--- src/source/periph_pkg.sv ---
package periph_pkg;

    // Bus and peripheral widths
    localparam int APB_ADDR_W  = 16;
    localparam int DATA_W      = 32;
    localparam int LED_W       = 8;
    localparam int KEY_N       = 4;
    localparam int KEYPAD_ROWS = 4;
    localparam int KEYPAD_COLS = 4;

    // Timing in clk cycles
    localparam int SCAN_TICKS     = 16;    // Per keypad row
    localparam int DEBOUNCE_TICKS = 32;    // Stable time before key output follows

    //--------------------------------------------------
    // Vector types
    //--------------------------------------------------
    typedef logic [APB_ADDR_W-1:0]               apb_addr_t;
    typedef logic [DATA_W-1:0]                   apb_data_t;
    typedef logic [LED_W-1:0]                    led_t;
    typedef logic [KEY_N-1:0]                    key_vec_t;
    typedef logic [KEYPAD_ROWS*KEYPAD_COLS-1:0]  keypad_t;    // Index is row*4 + col
    typedef logic [KEYPAD_ROWS-1:0]              row_t;
    typedef logic [KEYPAD_COLS-1:0]              col_t;
    typedef logic [3:0]                          slot_t;      // paddr[15:12]
    typedef logic [11:0]                         reg_ofs_t;   // paddr[11:0]

    // Decode slots
    localparam slot_t SLOT_LED   = 4'd1;
    localparam slot_t SLOT_KEY   = 4'd2;
    localparam slot_t SLOT_TIMER = 4'd3;

    // Register offsets
    localparam reg_ofs_t LED_DATA    = 12'h000;
    localparam reg_ofs_t KEY_DATA    = 12'h000;
    localparam reg_ofs_t KEY_INTEN   = 12'h004;
    localparam reg_ofs_t KEY_INTSTAT = 12'h008;
    localparam reg_ofs_t TMR_CTRL    = 12'h000;
    localparam reg_ofs_t TMR_VALUE   = 12'h004;
    localparam reg_ofs_t TMR_RELOAD  = 12'h008;
    localparam reg_ofs_t TMR_INTSTAT = 12'h00C;

    //--------------------------------------------------
    // Bus bundles
    //--------------------------------------------------
    typedef struct packed {
        logic      psel;
        logic      penable;
        logic      pwrite;
        apb_addr_t paddr;
        apb_data_t pwdata;
    } apb_req_t;

    typedef struct packed {
        apb_data_t prdata;
        logic      pready;
        logic      pslverr;
    } apb_rsp_t;

    typedef struct packed {
        key_vec_t key_int;
        logic     timer_int;
    } irq_t;

    // Keypad scan FSM
    typedef enum logic [1:0] {
        ROW0,
        ROW1,
        ROW2,
        ROW3
    } scan_row_e;

endpackage
--- src/source/apb_periph_top.sv ---
`timescale 1ns/100ps

module apb_periph_top (
    input  logic                 clk,
    input  logic                 RSTn,
    input  periph_pkg::apb_req_t apb_req,
    output periph_pkg::apb_rsp_t apb_rsp,
    input  periph_pkg::col_t     col,
    output periph_pkg::row_t     row,
    output periph_pkg::led_t     led,
    output periph_pkg::irq_t     irq
);

    logic sel_led;
    logic sel_key;
    logic sel_timer;

    periph_pkg::apb_data_t rdata_led;
    periph_pkg::apb_data_t rdata_key;
    periph_pkg::apb_data_t rdata_timer;

    periph_pkg::keypad_t  keypad_level;    // Raw scanned matrix
    periph_pkg::key_vec_t key_clean;       // Row 0 after debounce

    //--------------------------------------------------
    // APB decode
    //--------------------------------------------------
    apb_decoder u_decoder (
        .apb_req     (apb_req),
        .sel_led     (sel_led),
        .sel_key     (sel_key),
        .sel_timer   (sel_timer),
        .rdata_led   (rdata_led),
        .rdata_key   (rdata_key),
        .rdata_timer (rdata_timer),
        .apb_rsp     (apb_rsp)
    );

    // Slot 1
    apb_led u_led (
        .clk     (clk),
        .RSTn    (RSTn),
        .apb_req (apb_req),
        .sel     (sel_led),
        .rdata   (rdata_led),
        .led     (led)
    );

    //--------------------------------------------------
    // Keypad path
    //--------------------------------------------------
    keypad_scan u_scan (
        .clk  (clk),
        .RSTn (RSTn),
        .col  (col),
        .row  (row),
        .keys (keypad_level)
    );

    for (genvar i = 0; i < periph_pkg::KEY_N; i++) begin : g_debounce
        key_debounce u_debounce (
            .clk     (clk),
            .RSTn    (RSTn),
            .key_in  (keypad_level[i]),
            .key_out (key_clean[i])
        );
    end

    // Slot 2
    apb_key u_key (
        .clk     (clk),
        .RSTn    (RSTn),
        .apb_req (apb_req),
        .sel     (sel_key),
        .keys    (key_clean),
        .rdata   (rdata_key),
        .key_int (irq.key_int)
    );

    // Slot 3
    apb_timer u_timer (
        .clk       (clk),
        .RSTn      (RSTn),
        .apb_req   (apb_req),
        .sel       (sel_timer),
        .rdata     (rdata_timer),
        .timer_int (irq.timer_int)
    );

endmodule

--- src/source/apb_timer.sv ---
`timescale 1ns/100ps

module apb_timer (
    input  logic                  clk,
    input  logic                  RSTn,
    input  periph_pkg::apb_req_t  apb_req,
    input  logic                  sel,
    output periph_pkg::apb_data_t rdata,
    output logic                  timer_int
);

    periph_pkg::reg_ofs_t ofs;
    logic                 wr_en;
    logic                 wr_ctrl;
    logic                 wr_value;
    logic                 wr_reload;
    logic                 wr_stat;

    logic [1:0]            ctrl;      // [0] count enable, [1] irq enable
    periph_pkg::apb_data_t value;
    periph_pkg::apb_data_t reload;
    logic                  status;
    logic                  wrap;

    assign ofs       = apb_req.paddr[11:0];
    assign wr_en     = sel && apb_req.penable && apb_req.pwrite;
    assign wr_ctrl   = wr_en && (ofs == periph_pkg::TMR_CTRL);
    assign wr_value  = wr_en && (ofs == periph_pkg::TMR_VALUE);
    assign wr_reload = wr_en && (ofs == periph_pkg::TMR_RELOAD);
    assign wr_stat   = wr_en && (ofs == periph_pkg::TMR_INTSTAT);

    // Counter sits at zero this cycle
    assign wrap = ctrl[0] && (value == '0);

    //--------------------------------------------------
    // Control and counter
    //--------------------------------------------------
    always_ff @(posedge clk or negedge RSTn) begin
        if (!RSTn) begin
            ctrl   <= '0;
            reload <= '0;
            value  <= '0;
        end else begin
            if (wr_ctrl) begin
                ctrl <= apb_req.pwdata[1:0];
            end
            if (wr_reload) begin
                reload <= apb_req.pwdata;
            end
            if (wr_value) begin
                value <= apb_req.pwdata;    // Direct load beats counting
            end else if (wrap) begin
                value <= reload;
            end else if (ctrl[0]) begin
                value <= value - 1'b1;
            end
        end
    end

    // Sticky flag, write one to clear
    always_ff @(posedge clk or negedge RSTn) begin
        if (!RSTn) begin
            status <= 1'b0;
        end else if (wrap) begin
            status <= 1'b1;
        end else if (wr_stat && apb_req.pwdata[0]) begin
            status <= 1'b0;
        end
    end

    always_comb begin
        case (ofs)
            periph_pkg::TMR_CTRL:    rdata = periph_pkg::apb_data_t'(ctrl);
            periph_pkg::TMR_VALUE:   rdata = value;
            periph_pkg::TMR_RELOAD:  rdata = reload;
            periph_pkg::TMR_INTSTAT: rdata = periph_pkg::apb_data_t'(status);
            default:                 rdata = '0;
        endcase
    end

    assign timer_int = status && ctrl[1];

endmodule

--- src/source/apb_key.sv ---
`timescale 1ns/100ps

module apb_key (
    input  logic                   clk,
    input  logic                   RSTn,
    input  periph_pkg::apb_req_t   apb_req,
    input  logic                   sel,
    input  periph_pkg::key_vec_t   keys,
    output periph_pkg::apb_data_t  rdata,
    output periph_pkg::key_vec_t   key_int
);

    periph_pkg::reg_ofs_t ofs;
    logic                 wr_en;
    logic                 clr_en;

    periph_pkg::key_vec_t keys_q;
    periph_pkg::key_vec_t rise;
    periph_pkg::key_vec_t inten;
    periph_pkg::key_vec_t status;
    periph_pkg::key_vec_t clr_mask;

    assign ofs      = apb_req.paddr[11:0];
    assign wr_en    = sel && apb_req.penable && apb_req.pwrite;
    assign clr_en   = wr_en && (ofs == periph_pkg::KEY_INTSTAT);
    assign clr_mask = clr_en ? apb_req.pwdata[periph_pkg::KEY_N-1:0] : '0;

    // Rising edges of the debounced keys
    assign rise = keys & ~keys_q;

    //--------------------------------------------------
    // Registers
    //--------------------------------------------------
    always_ff @(posedge clk or negedge RSTn) begin
        if (!RSTn) begin
            keys_q <= '0;
            inten  <= '0;
            status <= '0;
        end else begin
            keys_q <= keys;
            if (wr_en && (ofs == periph_pkg::KEY_INTEN)) begin
                inten <= apb_req.pwdata[periph_pkg::KEY_N-1:0];
            end
            status <= (status & ~clr_mask) | rise;    // New edge wins over clear
        end
    end

    always_comb begin
        case (ofs)
            periph_pkg::KEY_DATA:    rdata = periph_pkg::apb_data_t'(keys);
            periph_pkg::KEY_INTEN:   rdata = periph_pkg::apb_data_t'(inten);
            periph_pkg::KEY_INTSTAT: rdata = periph_pkg::apb_data_t'(status);
            default:                 rdata = '0;
        endcase
    end

    assign key_int = status & inten;

endmodule

--- src/source/key_debounce.sv ---
`timescale 1ns/100ps

module key_debounce (
    input  logic clk,
    input  logic RSTn,
    input  logic key_in,
    output logic key_out
);

    logic                                            key_q;
    logic [$clog2(periph_pkg::DEBOUNCE_TICKS+1)-1:0] cnt;

    always_ff @(posedge clk or negedge RSTn) begin
        if (!RSTn) begin
            key_q   <= 1'b0;
            cnt     <= '0;
            key_out <= 1'b0;
        end else begin
            key_q <= key_in;
            if (key_in != key_q) begin
                cnt <= '0;    // Restart on any change
            end else if (cnt != periph_pkg::DEBOUNCE_TICKS) begin
                cnt <= cnt + 1'b1;
                // Input held long enough
                if (cnt == periph_pkg::DEBOUNCE_TICKS - 1) begin
                    key_out <= key_q;
                end
            end
        end
    end

endmodule

--- src/source/keypad_scan.sv ---
`timescale 1ns/100ps

module keypad_scan (
    input  logic                clk,
    input  logic                RSTn,
    input  periph_pkg::col_t    col,
    output periph_pkg::row_t    row,
    output periph_pkg::keypad_t keys
);

    logic [$clog2(periph_pkg::SCAN_TICKS)-1:0] tick;
    logic                                      row_done;
    periph_pkg::scan_row_e                     state;
    periph_pkg::scan_row_e                     state_nxt;

    assign row_done = (tick == periph_pkg::SCAN_TICKS - 1);

    always_comb begin
        case (state)
            periph_pkg::ROW0: state_nxt = periph_pkg::ROW1;
            periph_pkg::ROW1: state_nxt = periph_pkg::ROW2;
            periph_pkg::ROW2: state_nxt = periph_pkg::ROW3;
            default:          state_nxt = periph_pkg::ROW0;
        endcase
    end

    //--------------------------------------------------
    // Row timing and column capture
    //--------------------------------------------------
    always_ff @(posedge clk or negedge RSTn) begin
        if (!RSTn) begin
            tick  <= '0;
            state <= periph_pkg::ROW0;
            keys  <= '0;
        end else begin
            tick <= tick + 1'b1;    // Wraps at SCAN_TICKS
            if (row_done) begin
                // Pressed key pulls its column low
                keys[int'(state)*periph_pkg::KEYPAD_COLS +: periph_pkg::KEYPAD_COLS] <= ~col;
                state <= state_nxt;
            end
        end
    end

    // Active low, one row at a time
    assign row = ~(periph_pkg::row_t'(1) << state);

endmodule

--- src/source/apb_led.sv ---
`timescale 1ns/100ps

module apb_led (
    input  logic                  clk,
    input  logic                  RSTn,
    input  periph_pkg::apb_req_t  apb_req,
    input  logic                  sel,
    output periph_pkg::apb_data_t rdata,
    output periph_pkg::led_t      led
);

    logic                 wr_en;
    periph_pkg::reg_ofs_t ofs;

    assign ofs   = apb_req.paddr[11:0];
    assign wr_en = sel && apb_req.penable && apb_req.pwrite
                   && (ofs == periph_pkg::LED_DATA);

    always_ff @(posedge clk or negedge RSTn) begin
        if (!RSTn) begin
            led <= '0;
        end else if (wr_en) begin
            led <= apb_req.pwdata[periph_pkg::LED_W-1:0];    // Low byte only
        end
    end

    assign rdata = (ofs == periph_pkg::LED_DATA) ? periph_pkg::apb_data_t'(led) : '0;

endmodule

--- src/source/apb_decoder.sv ---
`timescale 1ns/100ps

module apb_decoder (
    input  periph_pkg::apb_req_t  apb_req,
    output logic                  sel_led,
    output logic                  sel_key,
    output logic                  sel_timer,
    input  periph_pkg::apb_data_t rdata_led,
    input  periph_pkg::apb_data_t rdata_key,
    input  periph_pkg::apb_data_t rdata_timer,
    output periph_pkg::apb_rsp_t  apb_rsp
);

    periph_pkg::slot_t slot;

    assign slot = apb_req.paddr[15:12];

    // One select per mapped slot
    assign sel_led   = apb_req.psel && (slot == periph_pkg::SLOT_LED);
    assign sel_key   = apb_req.psel && (slot == periph_pkg::SLOT_KEY);
    assign sel_timer = apb_req.psel && (slot == periph_pkg::SLOT_TIMER);

    //--------------------------------------------------
    // Response mux
    //--------------------------------------------------
    always_comb begin
        case (slot)
            periph_pkg::SLOT_LED:   apb_rsp.prdata = rdata_led;
            periph_pkg::SLOT_KEY:   apb_rsp.prdata = rdata_key;
            periph_pkg::SLOT_TIMER: apb_rsp.prdata = rdata_timer;
            default:                apb_rsp.prdata = '0;    // Unmapped, incl. old UART slot
        endcase
    end

    // No wait states and no error responses
    assign apb_rsp.pready  = 1'b1;
    assign apb_rsp.pslverr = 1'b0;

endmodule

--- config.mk ---
export PLATFORM = sky130hd
export DESIGN_NAME = apb_periph_top
export DESIGN_NICKNAME = d
export VERILOG_FILES = /design/src/source/periph_pkg.sv /design/src/source/apb_periph_top.sv /design/src/source/apb_timer.sv /design/src/source/apb_key.sv /design/src/source/key_debounce.sv /design/src/source/keypad_scan.sv /design/src/source/apb_led.sv /design/src/source/apb_decoder.sv
export SDC_FILE = /design/constraint.sdc
export NUM_CORES = 1
export LEC_CHECK = 0
export ABC_CLOCK_PERIOD_IN_PS = 5850
export BUFFER_PORTS_ARGS = -buffer_cell sky130_fd_sc_hd__buf_2
export CORE_MARGIN = 4
export CORE_UTILIZATION = 25
export DETAILED_ROUTE_END_ITERATION = 10
export HOLD_SLACK_MARGIN = 0.06
export PLACE_DENSITY = 0.38
export SYNTH_ARGS = -nofsm -noshare
export SYNTH_HDL_FRONTEND = slang
export SYNTH_HIERARCHICAL = 1
export SYNTH_SLANG_ARGS = --single-unit
export TNS_END_PERCENT = 10
--- constraint.sdc ---
create_clock -name clk -period 5.85 [get_ports clk]
set_input_delay 0.2925 -clock clk [delete_from_list [all_inputs] [get_ports clk]]
set_output_delay 0.2925 -clock clk [all_outputs]
set_load 0.01 [all_outputs]
==> impl_metrics.env <==
export IMPL_status="completed"
export IMPL_viasPerCell=4.66
export IMPL_dieHeight_um=193
export IMPL_worst_slack_ns=2.21
export IMPL_critPathMaxFanout=17
export IMPL_place_inst=1364
export IMPL_drt_iter0_drc=285
export IMPL_grt_busiest_layer="met2"
export IMPL_vias=6527
export IMPL_drive_gt1_frac=0.269
export IMPL_switchingPower_uw=547
export IMPL_instances_no_fill=1402
export IMPL_p_leak_nw=4.44
export IMPL_fp_coreArea_um2=33700
export IMPL_worst_hold_slack_ns=0.101
export IMPL_reg2reg_from="u_timer/value[10]"
export IMPL_antenna_found_initial=0
export IMPL_nets=1012
export IMPL_crit_arrival_ns=3.35
export IMPL_tritoncts="built"
export IMPL_htreeDepth=4
export IMPL_grt_pass1_vias=6717
export IMPL_worstSetupStartpointType="input port"
export IMPL_grt_use_met3=0.0282
export IMPL_die_w_um=193
export IMPL_grt_max_degree=69
export IMPL_rsz0062_at_grt="no"
export IMPL_wire_per_inst_um=18.2
export IMPL_critPathCapture="apb_rsp[4]"
export IMPL_power_density_nw_per_um2=210
export IMPL_reg2reg_to="u_timer/value[21]"
export IMPL_synth_cells=842
export IMPL_power_frac_seq=0.446
export IMPL_hold_viol=0
export IMPL_dpl_cell_area_um2=9330
export IMPL_syn_to_final_growth_pct=15.7
export IMPL_met2_usage=0.213
export IMPL_crit_family="simple AND/OR/NAND/NOR gates"
export IMPL_rows=67
export IMPL_synth_warnings=6
export IMPL_slew_violations=0
export IMPL_clkTransAtPathRegs_ns=0.06
export IMPL_required_ns=5.56
export IMPL_initial_utilization=0.255
export IMPL_syn_avg_cell_area_um2=10.2
export IMPL_dieArea_um2=37400
export IMPL_ios=108
export IMPL_hp_class="in -> reg"
export IMPL_wl_mm=25.6
export IMPL_final_util=0.295
export IMPL_crit_cells=9
export IMPL_regToRegSetupSlack_ns=2.50
export IMPL_power_mw=2.08
export IMPL_clockPowerShare=0.474
export IMPL_startpoint="apb_req[33]"
export IMPL_clock_fmax_mhz=275
export IMPL_relSlewSlack=0.278
export IMPL_drt_first_pass_iters=5
export IMPL_root_buffer="clkbuf_16"
export IMPL_end_kind="primary output"
export IMPL_post_cts_buffers=0
export IMPL_clkSinkCount=129
export IMPL_fin_worst_skew_ns=0.0117
export IMPL_p_sw_frac=0.263
export IMPL_track_usage=0.138
export IMPL_period_minus_slack_ns=3.64
export IMPL_cts_max_path_buffers=2
export IMPL_path_cells="buf_2 -> nor4_1 -> nand4_1 -> nor3_2 -> buf_4 -> a22o_1 -> mux2i_1 -> o2bb2ai_2 -> buf_2"
export IMPL_grt_pass1_wl_mm=41.1
export IMPL_drtAntennaViolNets=0
export IMPL_power_share_combinational=0.081
export IMPL_place_ws_ns=2.21
export IMPL_grt_ovfl_total=0
export IMPL_port_buffers=105
export IMPL_fin_crit_sh=0.622
export IMPL_final_area_um2=9930
export IMPL_dpl_hpwl_mm=18.0
export IMPL_drv_cap=0
export IMPL_routabilityCongestion=0.770
export IMPL_worst_slew_pin_slew_ns=1.08
export IMPL_synth_area_um2=8580
export IMPL_intPower_mw=1.54
export IMPL_setup_viol=0
export IMPL_vdd_drop_max_mv=0.167
export IMPL_worst_path_buf_inv=3
export IMPL_clkLatencyLatePin_ns=0.42
export IMPL_post_route_drc_count=0
export IMPL_path_class="in -> out"
export IMPL_r2r_cells=6
export IMPL_crit_slowest_cell="nor3_2"
export IMPL_grt_util_met1=0.200
export IMPL_cpMostUsedCell="buf_2"
export IMPL_cts_made_buffers=17
export IMPL_slowest_delay_ns=0.96
export IMPL_tns_ns=0
==> worst min-delay path by stage <==
stage                startpoint                              end  cells past startpoint
floorplan                  RSTn  g_debounce[0].u_debounce/cnt[0]                      0
global placement           RSTn                   u_scan/tick[0]                      1
detailed placement         RSTn  g_debounce[1].u_debounce/cnt[1]                      1
CTS                  apb_req[9]                 u_timer/value[9]                      3
global route        apb_req[11]                u_timer/value[11]                      3
finish               apb_req[9]                 u_timer/value[9]                      3
==> state kept, by name, indices dropped and copies added (netlist names) <==
signal and count:
g_debounce.u_debounce/key_out 4, u_scan/tick 4, g_debounce.u_debounce/cnt 24, u_key/keys_q 4, u_led/led 8, g_debounce.u_debounce/key_q 4, u_timer/status 1, u_scan/state 2
u_timer/value 32, u_key/inten 4, u_timer/ctrl 2, u_key/status 4, u_timer/reload 32, u_scan/keys 4
==> metal layers <==
layer,share of wire,vias to the layer above
met4,0.0087,0
met5,0,-
met1,0.50,3184
li1,-,3205
met2,0.45,122
met3,0.039,16
==> cell type report <==
cell class / count / area [µm²]
flip-flops and latches: 129 / 3230
clock buffers: 20 / 457
fillers: 3553 / 23800
clock inverters: 12 / 86.3
multi-input cells: 632 / 4770
diodes: 1 / 2.50
inverters: 36 / 135
well taps: 448 / 561
repair buffers: 124 / 687
==> what timing repair did <==
item / CTS / global route
gates resized for setup: 0 / 0
endpoints found under the hold margin: 65 / 0
hold buffers: 5 / 0
==> worst register-to-register path, stage by stage (launching register included) <==
cell and delay (ns):
dfrtp_1 0.48, nor4_2 0.37, nand4_1 0.63, or4_1 1.05, buf_4 0.35, nand2_1 0.22, o211ai_1 0.13
==> power by group through the flow <==
stage	registers [mW]	logic [mW]	clock network, mW
2_1_floorplan	0.941	0.121	0
3_3_place_gp	0.945	0.170	0
3_5_place_dp	0.946	0.171	0
4_1_cts	0.929	0.174	1.03
5_1_grt	0.932	0.195	1.06
6_report	0.929	0.168	0.987
==> cell usage in the layout, fill, tap and decap left out, types with 7 or more instances in the layout <==
cell and n:
buf_4 14, o31ai_1 10, nor2_1 42, nor4_2 9, conb_1 54, inv_1 36
xor2_1 13, a22o_1 30, mux2_2 45, o21ai_0 22, a21oi_1 7, nand3_1 23
clkbuf_16 17, o2bb2ai_2 28, a31oi_1 17, nor4_1 9, xnor2_1 26, or3_1 13
or4_1 11, nor3_1 25, and3_1 13, mux2i_1 53, nand2_1 65, ha_1 15
o211ai_1 9, buf_2 104, dfrtp_1 129, and2_1 15
(Power assumes the default switching activity.)
